[config.mk]
export PLATFORM = sky130hd
export DESIGN_NAME = tile_store_top
export DESIGN_NICKNAME = d
export VERILOG_FILES = /design/src/source/store_cfg_pkg.sv /design/src/source/store_bus_pkg.sv /design/src/source/store_reg_decode.sv /design/src/source/word_packer.sv /design/src/source/burst_issuer.sv /design/src/source/tile_store_top.sv
export SDC_FILE = /design/constraint.sdc
export NUM_CORES = 1
export LEC_CHECK = 0
export CAP_MARGIN = 40
export CORE_MARGIN = 4
export CORE_UTILIZATION = 64
export DETAILED_ROUTE_END_ITERATION = 8
export DONT_BUFFER_PORTS = 1
export GPL_TIMING_DRIVEN = 1
export PLACE_DENSITY = 0.83
export SYNTH_ARGS = -nofsm -noshare
export SYNTH_HDL_FRONTEND = slang
export SYNTH_HIERARCHICAL = 1
export SYNTH_SLANG_ARGS = --single-unit
[constraint.sdc]
create_clock -name clk -period 6.8 [get_ports clk]
set_clock_uncertainty 0.15 [all_clocks]
set_input_delay 0.68 -clock clk [delete_from_list [all_inputs] [get_ports clk]]
set_output_delay 0.68 -clock clk [all_outputs]
set_load 0.02 [all_outputs]
[src/source/store_cfg_pkg.sv]
// geometry is fixed at compile time and every tile must occupy one contiguous block of memory
`default_nettype none

package store_cfg_pkg;

    // ========================================================================
    // tile geometry
    // ========================================================================

    // words per tile along depth, rows and columns
    localparam int TILE_M = 4;
    localparam int TILE_R = 4;
    localparam int TILE_C = 4;

    // tiles per output dimension
    localparam int TILES_M = 4;
    localparam int TILES_R = 4;
    localparam int TILES_C = 4;

    localparam int TILE_WORDS = TILE_M * TILE_R * TILE_C;

    // ========================================================================
    // word, beat and burst sizes
    // ========================================================================

    localparam int WORD_W         = 32;
    localparam int BYTES_PER_WORD = WORD_W / 8;
    localparam int TILE_BYTES     = TILE_WORDS * BYTES_PER_WORD;
    localparam int WORDS_PER_BEAT = 4;
    localparam int BEAT_W         = WORD_W * WORDS_PER_BEAT;

    // max words handed to the write master per go
    localparam int BLEN = 8;

    localparam int WCOUNT_W   = 12;
    localparam int BLEN_W     = 16;
    localparam int TILE_IDX_W = 8;

    typedef logic [WORD_W-1:0]     word_t;
    typedef logic [BEAT_W-1:0]     beat_t;
    typedef logic [WCOUNT_W-1:0]   wcount_t;
    typedef logic [BLEN_W-1:0]     blen_t;
    typedef logic [TILE_IDX_W-1:0] tile_idx_t;

endpackage

`default_nettype wire

[src/source/store_bus_pkg.sv]
// register map assumes 32-bit APB data and byte offsets in an 8-bit address space
`default_nettype none

package store_bus_pkg;

    localparam int PADDR_W = 8;
    localparam int PDATA_W = 32;
    localparam int XADDR_W = 32;

    typedef logic [PADDR_W-1:0] paddr_t;
    typedef logic [PDATA_W-1:0] pdata_t;
    typedef logic [XADDR_W-1:0] xaddr_t;

    // ========================================================================
    // register offsets
    // ========================================================================

    localparam paddr_t REG_OUT_BASE = 8'h00;
    localparam paddr_t REG_TILE     = 8'h04;
    localparam paddr_t REG_CTRL     = 8'h08;
    localparam paddr_t REG_STATUS   = 8'h0C;

    // output base is word aligned
    localparam pdata_t OUT_BASE_MASK = 32'hFFFF_FFFC;

    // field positions in REG_TILE
    localparam int TILE_COL_LSB   = 0;
    localparam int TILE_ROW_LSB   = 8;
    localparam int TILE_DEPTH_LSB = 16;

    localparam int CTRL_START_BIT  = 0;
    localparam int STATUS_BUSY_BIT = 0;
    localparam int STATUS_DONE_BIT = 1;

endpackage

`default_nettype wire

[src/source/store_reg_decode.sv]
// zero wait state APB slave and only one store may be in flight at a time
`timescale 1ns/100ps
`default_nettype none

module store_reg_decode (
    input  wire logic                    clk,
    input  wire logic                    rst,
    input  wire logic                    psel,
    input  wire logic                    penable,
    input  wire logic                    pwrite,
    input  wire store_bus_pkg::paddr_t   paddr,
    input  wire store_bus_pkg::pdata_t   pwdata,
    output store_bus_pkg::pdata_t        prdata,
    output logic                         pready,
    output logic                         pslverr,
    input  wire logic                    finished,
    output logic                         start,
    output store_bus_pkg::xaddr_t        base,
    output store_cfg_pkg::wcount_t       length
);
    import store_cfg_pkg::*;
    import store_bus_pkg::*;

    xaddr_t    out_base;
    tile_idx_t tile_col;
    tile_idx_t tile_row;
    tile_idx_t tile_depth;
    logic      busy;
    logic      done_flag;

    logic      access;
    logic      addr_ok;
    logic      tile_ok;
    logic      start_req;
    logic      start_ok;
    logic      err;
    xaddr_t    tile_index;
    xaddr_t    tile_addr;

    // ========================================================================
    // APB access decode
    // ========================================================================

    assign access = psel && penable;
    assign pready = 1'b1;

    assign addr_ok = (paddr == REG_OUT_BASE) || (paddr == REG_TILE) ||
                     (paddr == REG_CTRL) || (paddr == REG_STATUS);

    // every coordinate must fall inside the output grid
    assign tile_ok = (pwdata[TILE_COL_LSB +: TILE_IDX_W] < TILES_C) &&
                     (pwdata[TILE_ROW_LSB +: TILE_IDX_W] < TILES_R) &&
                     (pwdata[TILE_DEPTH_LSB +: TILE_IDX_W] < TILES_M);

    assign start_req = access && pwrite && (paddr == REG_CTRL) && pwdata[CTRL_START_BIT];

    assign err = access && (!addr_ok ||
                            (pwrite && (paddr == REG_TILE) && !tile_ok) ||
                            (start_req && busy) ||
                            (pwrite && (paddr == REG_STATUS)));

    assign pslverr  = err;
    assign start_ok = start_req && !busy;

    always_comb begin
        prdata = '0;
        case (paddr)
            REG_OUT_BASE: prdata = pdata_t'(out_base);
            REG_TILE: begin
                prdata[TILE_COL_LSB +: TILE_IDX_W]   = tile_col;
                prdata[TILE_ROW_LSB +: TILE_IDX_W]   = tile_row;
                prdata[TILE_DEPTH_LSB +: TILE_IDX_W] = tile_depth;
            end
            REG_STATUS: begin
                prdata[STATUS_BUSY_BIT] = busy;
                prdata[STATUS_DONE_BIT] = done_flag;
            end
            default: prdata = '0;
        endcase
    end

    // configuration registers, rejected writes leave them alone
    always_ff @(posedge clk or posedge rst) begin
        if (rst) begin
            out_base   <= '0;
            tile_col   <= '0;
            tile_row   <= '0;
            tile_depth <= '0;
        end else if (access && pwrite && !err) begin
            if (paddr == REG_OUT_BASE) begin
                out_base <= xaddr_t'(pwdata & OUT_BASE_MASK);
            end
            if (paddr == REG_TILE) begin
                tile_col   <= pwdata[TILE_COL_LSB +: TILE_IDX_W];
                tile_row   <= pwdata[TILE_ROW_LSB +: TILE_IDX_W];
                tile_depth <= pwdata[TILE_DEPTH_LSB +: TILE_IDX_W];
            end
        end
    end

    // ========================================================================
    // tile to address decode
    // ========================================================================

    // tiles are laid out depth major, then row, then column
    assign tile_index = (xaddr_t'(tile_depth) * xaddr_t'(TILES_R) + xaddr_t'(tile_row))
                        * xaddr_t'(TILES_C) + xaddr_t'(tile_col);
    assign tile_addr  = out_base + tile_index * xaddr_t'(TILE_BYTES);

    always_ff @(posedge clk or posedge rst) begin
        if (rst) begin
            start     <= 1'b0;
            busy      <= 1'b0;
            done_flag <= 1'b0;
        end else begin
            start <= start_ok;
            if (start_ok) begin
                busy      <= 1'b1;
                done_flag <= 1'b0;
            end else if (finished) begin
                busy      <= 1'b0;
                done_flag <= 1'b1;
            end
        end
    end

    always_ff @(posedge clk) begin
        if (start_ok) begin
            base   <= tile_addr;
            length <= wcount_t'(TILE_WORDS);
        end
    end

endmodule

`default_nettype wire

[src/source/word_packer.sv]
// store FIFO must present a popped word on fifo_data in the cycle after its pop
`timescale 1ns/100ps
`default_nettype none

module word_packer (
    input  wire logic                    clk,
    input  wire logic                    rst,
    input  wire logic                    start,
    input  wire store_cfg_pkg::wcount_t  length,
    input  wire store_cfg_pkg::word_t    fifo_data,
    input  wire logic                    fifo_empty,
    output logic                         fifo_pop,
    input  wire logic                    buffer_full,
    output store_cfg_pkg::beat_t         buffer_data,
    output logic                         buffer_write,
    output logic                         beat_written
);
    import store_cfg_pkg::*;

    logic                      active;
    wcount_t                   len_q;
    wcount_t                   pop_cnt;
    logic [WORDS_PER_BEAT-1:0] lane;
    logic [WORDS_PER_BEAT-1:0] lane_d1;
    logic [WORDS_PER_BEAT-1:0] lane_d2;
    word_t                     data_d1;
    beat_t                     beat_sr;
    logic                      write_pending;

    // pop only while words remain and both sides have room
    assign fifo_pop = active && !fifo_empty && !buffer_full;

    always_ff @(posedge clk or posedge rst) begin
        if (rst) begin
            active  <= 1'b0;
            pop_cnt <= '0;
            lane    <= '0;
        end else if (start) begin
            active  <= (length != '0);
            pop_cnt <= '0;
            lane    <= WORDS_PER_BEAT'(1);
        end else if (fifo_pop) begin
            pop_cnt <= pop_cnt + wcount_t'(1);
            lane    <= {lane[WORDS_PER_BEAT-2:0], lane[WORDS_PER_BEAT-1]};
            if (pop_cnt + wcount_t'(1) == len_q) begin
                active <= 1'b0;
            end
        end
    end

    always_ff @(posedge clk) begin
        if (start) begin
            len_q <= length;
        end
    end

    // ========================================================================
    // lane pipeline and beat assembly
    // ========================================================================

    // lane tag follows the word, which reaches data_d1 two cycles after its pop
    always_ff @(posedge clk or posedge rst) begin
        if (rst) begin
            lane_d1 <= '0;
            lane_d2 <= '0;
        end else begin
            lane_d1 <= fifo_pop ? lane : '0;
            lane_d2 <= lane_d1;
        end
    end

    always_ff @(posedge clk) begin
        data_d1 <= fifo_data;
        if (|lane_d2) begin
            beat_sr <= {data_d1, beat_sr[BEAT_W-1:WORD_W]};
        end
        // completed beat is parked so later words cannot disturb it
        if (lane_d2[WORDS_PER_BEAT-1]) begin
            buffer_data <= {data_d1, beat_sr[BEAT_W-1:WORD_W]};
        end
    end

    always_ff @(posedge clk or posedge rst) begin
        if (rst) begin
            write_pending <= 1'b0;
        end else if (lane_d2[WORDS_PER_BEAT-1]) begin
            write_pending <= 1'b1;
        end else if (buffer_write) begin
            write_pending <= 1'b0;
        end
    end

    // held back while the master buffer is full
    assign buffer_write = write_pending && !buffer_full;
    assign beat_written = buffer_write;

endmodule

`default_nettype wire

[src/source/burst_issuer.sv]
// write master must drop done the cycle after go and raise it exactly once per burst
`timescale 1ns/100ps
`default_nettype none

module burst_issuer (
    input  wire logic                    clk,
    input  wire logic                    rst,
    input  wire logic                    start,
    input  wire store_bus_pkg::xaddr_t   base,
    input  wire store_cfg_pkg::wcount_t  length,
    input  wire logic                    beat_written,
    input  wire logic                    done,
    output logic                         go,
    output store_bus_pkg::xaddr_t        write_base,
    output store_cfg_pkg::blen_t         write_length,
    output logic                         finished
);
    import store_cfg_pkg::*;
    import store_bus_pkg::*;

    logic    active;
    wcount_t len_q;
    wcount_t recv_cnt;
    wcount_t issued_cnt;
    wcount_t sent_cnt;
    wcount_t last_words;
    logic    go_q;
    logic    done_q;
    logic    done_rise;
    wcount_t remaining;
    wcount_t unsent;
    wcount_t burst_words;
    logic    full_burst;
    logic    tail_burst;

    // ========================================================================
    // burst sizing
    // ========================================================================

    assign remaining   = len_q - issued_cnt;
    assign unsent      = recv_cnt - issued_cnt;
    assign burst_words = (remaining > wcount_t'(BLEN)) ? wcount_t'(BLEN) : remaining;

    assign write_length = blen_t'(burst_words) * blen_t'(BYTES_PER_WORD);

    assign full_burst = (unsent >= wcount_t'(BLEN));
    // last short burst waits until every word has been buffered
    assign tail_burst = (remaining != '0) && (remaining < wcount_t'(BLEN)) &&
                        (recv_cnt == len_q);

    assign go = active && done && !go_q && (full_burst || tail_burst);

    // one rising edge of done per finished burst
    assign done_rise = done && !done_q;

    assign finished = active && (sent_cnt == len_q) && done && !go_q;

    // ========================================================================
    // counters
    // ========================================================================

    always_ff @(posedge clk or posedge rst) begin
        if (rst) begin
            active     <= 1'b0;
            recv_cnt   <= '0;
            issued_cnt <= '0;
            sent_cnt   <= '0;
            last_words <= '0;
            go_q       <= 1'b0;
            done_q     <= 1'b1;
        end else begin
            go_q   <= go;
            done_q <= done;
            if (start) begin
                active     <= 1'b1;
                recv_cnt   <= '0;
                issued_cnt <= '0;
                sent_cnt   <= '0;
                last_words <= '0;
            end else begin
                if (beat_written) begin
                    recv_cnt <= recv_cnt + wcount_t'(WORDS_PER_BEAT);
                end
                if (go) begin
                    issued_cnt <= issued_cnt + burst_words;
                    last_words <= burst_words;
                end
                if (done_rise) begin
                    sent_cnt <= sent_cnt + last_words;
                end
                if (finished) begin
                    active <= 1'b0;
                end
            end
        end
    end

    always_ff @(posedge clk) begin
        if (start) begin
            len_q <= length;
        end
    end

    // base moves past each burst as it is issued
    always_ff @(posedge clk) begin
        if (start) begin
            write_base <= base;
        end else if (go) begin
            write_base <= write_base + xaddr_t'(write_length);
        end
    end

endmodule

`default_nettype wire

[src/source/tile_store_top.sv]
// store FIFO, write master and memory sit outside and follow the handshakes of the stages
`timescale 1ns/100ps
`default_nettype none

module tile_store_top (
    input  wire logic                    clk,
    input  wire logic                    rst,
    // APB
    input  wire logic                    psel,
    input  wire logic                    penable,
    input  wire logic                    pwrite,
    input  wire store_bus_pkg::paddr_t   paddr,
    input  wire store_bus_pkg::pdata_t   pwdata,
    output store_bus_pkg::pdata_t        prdata,
    output logic                         pready,
    output logic                         pslverr,
    // store FIFO
    input  wire store_cfg_pkg::word_t    fifo_data,
    input  wire logic                    fifo_empty,
    output logic                         fifo_pop,
    // write master
    input  wire logic                    buffer_full,
    output store_cfg_pkg::beat_t         buffer_data,
    output logic                         buffer_write,
    input  wire logic                    done,
    output logic                         go,
    output store_bus_pkg::xaddr_t        write_base,
    output store_cfg_pkg::blen_t         write_length
);
    import store_cfg_pkg::*;
    import store_bus_pkg::*;

    logic    start;
    xaddr_t  base;
    wcount_t length;
    logic    finished;
    logic    beat_written;

    store_reg_decode i_decode (
        .clk      (clk),
        .rst      (rst),
        .psel     (psel),
        .penable  (penable),
        .pwrite   (pwrite),
        .paddr    (paddr),
        .pwdata   (pwdata),
        .prdata   (prdata),
        .pready   (pready),
        .pslverr  (pslverr),
        .finished (finished),
        .start    (start),
        .base     (base),
        .length   (length)
    );

    word_packer i_packer (
        .clk          (clk),
        .rst          (rst),
        .start        (start),
        .length       (length),
        .fifo_data    (fifo_data),
        .fifo_empty   (fifo_empty),
        .fifo_pop     (fifo_pop),
        .buffer_full  (buffer_full),
        .buffer_data  (buffer_data),
        .buffer_write (buffer_write),
        .beat_written (beat_written)
    );

    burst_issuer i_issuer (
        .clk          (clk),
        .rst          (rst),
        .start        (start),
        .base         (base),
        .length       (length),
        .beat_written (beat_written),
        .done         (done),
        .go           (go),
        .write_base   (write_base),
        .write_length (write_length),
        .finished     (finished)
    );

endmodule

`default_nettype wire

## Word level (Yosys, flattened, before mapping)

Cells that the tools add are included.

| word-level totals | value |
|---|---|
| bits of input ports | 80 |
| logic and storage cells | 130 |
| bits in registers | 486 |
| output and inout port bits | 213 |

| cells by class | value |
|---|---|
| multiplexer cells | 29 |
| order comparisons | 6 |
| reductions and logical operators | 54 |
| $add $sub $neg | 10 |
| equality and inequality tests | 6 |

Operator list:

| cell | number |
|---|---|
| $mux 12 | 11 |
| $mux 32 | 2 |
| $pmux 22 s2 | 1 |
| $eq 12x7->1 const B | 3 |
| $add 32x14->32 | 1 |
| $add 32x32->32 | 1 |
| $logic_and 1x1->1 | 25 |
| $add 12x12->12 | 2 |
| $add 24x8->24 | 1 |
| $lt 8x3->1 const B | 3 |
| $eq 8x4->1 const B | 2 |
| $reduce_bool 2->1 | 8 |
| $add 12x1->12 const B | 1 |
| $add 12x3->12 const B | 1 |
| $ge 12x4->1 const B | 1 |
| $gt 12x4->1 const B | 1 |
| $lt 12x4->1 const B | 1 |
| $mux 4 | 3 |
| $reduce_bool 12->1 | 1 |
| $sub 12x12->12 | 1 |
| $sub 7x12->12 const A | 1 |
| $add 10x8->11 | 1 |
| $mux 1 | 10 |
| $eq 8x3->1 const B | 1 |
| other kinds (7) | 22 |

## Logic depth before layout (Yosys ltp)

| depth | value |
|---|---|
| depth in word-level cells | 12 |
| mapped depth | 21 |
| mapped depth without buffers | 20 |

## Hierarchy

Netlist, hierarchy kept.

Modules (own cells, without submodules):

| module | seq. area each (µm²) | times used | area an instance (µm²) | cells an instance |
|---|---|---|---|---|
| word_packer | 8378.0 | 1 | 9192.6 | 428 |
| burst_issuer | 2548.7 | 1 | 7050.5 | 764 |
| store_reg_decode | 2327.2 | 1 | 5076.1 | 460 |

## Worst setup path before layout

OpenSTA, ideal clock, no wires.

| timing | value |
|---|---|
| path kind | register to register |
| from | reg i_packer.lane_d2[3] |
| to | reg i_packer.beat_sr[100] (enable) |
| cell stages (with the launch flop) | 2 |
| library setup time | 0.459 ns |
| setup slack | 0.883 ns |
| clock period less this slack | 5.917 ns |
| path buffers | 0 |
| required time | 6.191 ns |
| data arrival time | 5.308 ns |
| path through | dfrtp_1 > or4_1 |

| between the ends | value |
|---|---|
| longest elaborated chain between the ends | 1 |

Ends and longest elaborated chain:

| element | line | text |
|---|---|---|
| start: declaration | word_packer.sv:25 | `logic [WORDS_PER_BEAT-1:0] lane_d2;` |
| start signal: assignment | word_packer.sv:68 | `lane_d2 <= lane_d1;` |
| $reduce_or 4->1 | word_packer.sv:74 | `if (\|lane_d2) begin` |
| end signal: assignment | word_packer.sv:75 | `beat_sr <= {data_d1, beat_sr[BEAT_W-1:WORD_W]};` |
| end: declaration | word_packer.sv:27 | `beat_t beat_sr;` |

No other way between the ends.
A chain may end at the register's enable or synchronous reset.

==> impl_metrics.tcl <==
set metrics [dict create \
    status "finished clean" \
    period_minus_slack_ps 5720 \
    maxCapViolCount 0 \
    htree_levels 2 \
    dp_hpwl_mm 33.8 \
    syn_avg_cell_area_um2 12.9 \
    required_ps 6960 \
    drive_gt1_share_pct 9.71 \
    cts_sinks 474 \
    rows 66 \
    final_core_utilization_pct 72.6 \
    path_class "flop to flop" \
    p_switching_uw 1750 \
    clk_pin_slew_ps 60 \
    initial_core_util_pct 65.2 \
    internal_power_uw 5030 \
    cts_buffers 45 \
    combPwrFrac_pct 13.9 \
    yosys_most_used_dff "edfxtp_1" \
    coreArea_um2 32700 \
    die_h_um 191 \
    end_kind "flop" \
    vdd_ir_drop_max_mv 0.283 \
    pwr-share-seq_pct 48.0 \
    drtIter0Drc 940 \
    grt_pass1_vias 13263 \
    setup_viol 0 \
    num_antenna_cells 0 \
    hold_ws_ps 73.9 \
    instances_no_fill 2192 \
    ys_ff_latch 474 \
    tns_ps 0 \
    synth_top_area_share_pct 43.7 \
    grt_overflow_total 0 \
    drtAntennaViolNets 0 \
    slew_viol_final 0 \
    ys_seq_area_share_pct 62.2 \
    final_hold_viol_count 0 \
    via_per_inst 6.03 \
    power_density_nw_per_um2 286 \
    pwr-share-clk_pct 38.0 \
    clockBufferDepth 3 \
    async_flop_share_pct 27.8 \
    dr_total_vias 13219 \
    cp_data_arrival_time_ps 5880 \
    gpl.final_weighted_congestion 0.902 \
    multi_input_area_um2 7550 \
    synth_edf_count 310 \
    clk_latency_ps 550 \
    seqCellArea_um2 13300 \
    die_area_um2 36300 \
    place_inst 2074 \
    area_delta_synth_final_pct 11.4 \
    pin_count 293 \
    switching_share_pct 25.8 \
    finalCritPeriodShare_pct 84.1 \
    nFillCells 2210 \
    rsz0062_at_grt "false" \
    drc 0 \
    chipWidth_um 191 \
    worst_pin_slew_ps 865 \
    grt_pass1_wl_mm 74.7 \
    grtUsageTotal_pct 26.1 \
    yosys.area.top_type "edfxtp_1" \
    fmax_mhz 175 \
    port_buffers 0 \
    worstHoldPathType "input pin to asynchronous set/reset pin" \
    syn_area_um2 21300 \
    yosysUniqueCellTypes 94 \
    synth_warnings 6 \
    grt_max_degree 83 \
    yosys-top-cells-area "edfxtp_1 (44%), dfrtp_1 (15%), ha_1 (4.9%)" \
    worst_setup_path_start_kind "flop" \
    wl_per_cell_um 21.8 \
    setup_ws_ps 1080 \
    slew_headroom_pct 41.8 \
    cts_tree "yes" \
    place_ws_ps 1090 \
    cts-root-buf "clkbuf_16" \
    power.leakage_uw 0.00946 \
    synthCells 1652 \
    antenna_found_initial 0 \
    critPathMaxFanout 10 \
    wirelength_mm 47.8 \
    finalNetCount 1884 \
    first_pass_iters 5 \
]
## metrics by stage
step	total power, uW	instance area (um2)
floorplan	4030	21500
global placement	4170	21700
detailed placement	4210	21900
CTS	6800	23800
global route	7070	23800
finish	6790	23800
## routing by layer
metal | wire length (um) | vias up | share of wire [%] | global-route usage [%]
met5 | 0 | - | 0 | 0
met4 | 1540 | 0 | 3.2 | 8.12
met3 | 3080 | 102 | 6.4 | 5.71
met2 | 24400 | 449 | 51 | 45.0
met1 | 18800 | 6510 | 39 | 33.4
li1 | - | 6158 | - | -
## synth_stat cells, types with 21 or more instances
master and number:
a21o_1 24, a21oi_1 73, a22o_1 23, a31oi_1 21, and2_1 34, and3_1 26
buf_4 29, clkbuf_1 41, dfrtp_1 131, dfxtp_1 32, edfxtp_1 310, ha_1 84
inv_1 60, mux2_2 36, nand2_1 106, nand3_1 38, nor2_1 96, nor3_1 29
o21ai_0 62, xnor2_1 67, xor2_1 51
## state kept, by name, indices dropped and copies added (netlist names), 4 cells and up
name / count
i_packer/buffer_data: 128
i_packer/beat_sr: 96
i_issuer/write_base: 32
i_packer/data_d1: 32
i_decode/base: 30
i_decode/out_base: 30
i_issuer/issued_cnt: 12
i_issuer/last_words: 12
i_issuer/len_q: 12
i_issuer/sent_cnt: 12
i_packer/len_q: 12
i_packer/pop_cnt: 12
i_issuer/recv_cnt: 10
i_decode/tile_col: 8
i_decode/tile_depth: 8
i_decode/tile_row: 8
i_packer/lane: 4
i_packer/lane_d1: 4
i_packer/lane_d2: 4
## worst max-delay path, stage by stage (launching register included)
cell	delay (ps)
edfxtp_1	430
inv_1	60
ha_1	250
fa_1	510
nor2b_4	150
o2111ai_1	150
and3_1	220
a2111oi_1	560
nor4_4	180
nand3_2	90
buf_4	220
nor2_1	60
buf_4	170
ha_1	210
fa_1	450
and3_1	200
o211ai_1	250
a21oi_1	150
o22ai_2	410
nor3_1	140
xor2_1	170
mux2_2	280
## path summary, 6_finish.rpt
check                      depth (start not counted)  slack [ps]                       to                start
setup / recovery                                  21        1080  i_issuer/write_base[28]    i_issuer/len_q[0]
hold / removal                                     2          70       i_decode/done_flag                  rst
setup reg to reg                                  21        1080  i_issuer/write_base[28]    i_issuer/len_q[0]
hold reg to reg                                    0         200      i_packer/lane_d2[0]  i_packer/lane_d1[0]
max in group asynchronous                          3        5290          i_issuer/done_q                  rst
min in group clk                                   1          90   i_packer/write_pending          buffer_full
## power by group through the flow
stage / Sequential [uW] / Clock (uW) / Combinational, uW
after detailed placement: 3320 / 0 / 893
final: 3260 / 2580 / 946
after floorplan: 3280 / 0 / 750
after global placement: 3310 / 0 / 859
after CTS: 3260 / 2620 / 919
after global routing: 3270 / 2770 / 1040
## cell type report
class | count | share of cell area (%)
well taps | 442 | 2.33
clock buffers | 57 | 5.25
repair buffers | 55 | 2.52
inverters | 61 | 0.964
flip-flops and latches | 474 | 55.8
multi-input cells | 1076 | 31.8
clock inverters | 27 | 1.32
## timing repair
item	in CTS	in global routing
hold endpoints to repair	61	0
setup buffers	0	0
gates resized for setup	0	0
hold buffers	34	0
## placed cells by master (no fill, tap or decap), types with 46 or more instances in the layout
cell type,n
nand2_1,106
a21oi_1,73
clkbuf_16,46
edfxtp_1,310
dfrtp_1,129
ha_1,84
xor2_1,51
o21ai_0,62
nor2_1,96
xnor2_1,67
inv_1,58
## logic make-up (layout without fill, tap and decap cells)
logic type,Yosys count,count (layout),share of synthesized area (%)
other,3,43,0.0528
and+or+nand+nor,447,447,10.9
buffers and inverters,142,200,3.19
AOI/OAI and AO/OA,322,322,10.3
DFF,474,474,62.2
muxes,51,51,2.73
xor gates and xnor gates,118,118,4.85
adders and majority gates,95,95,5.77
Power figures use the tool's default switching activity.
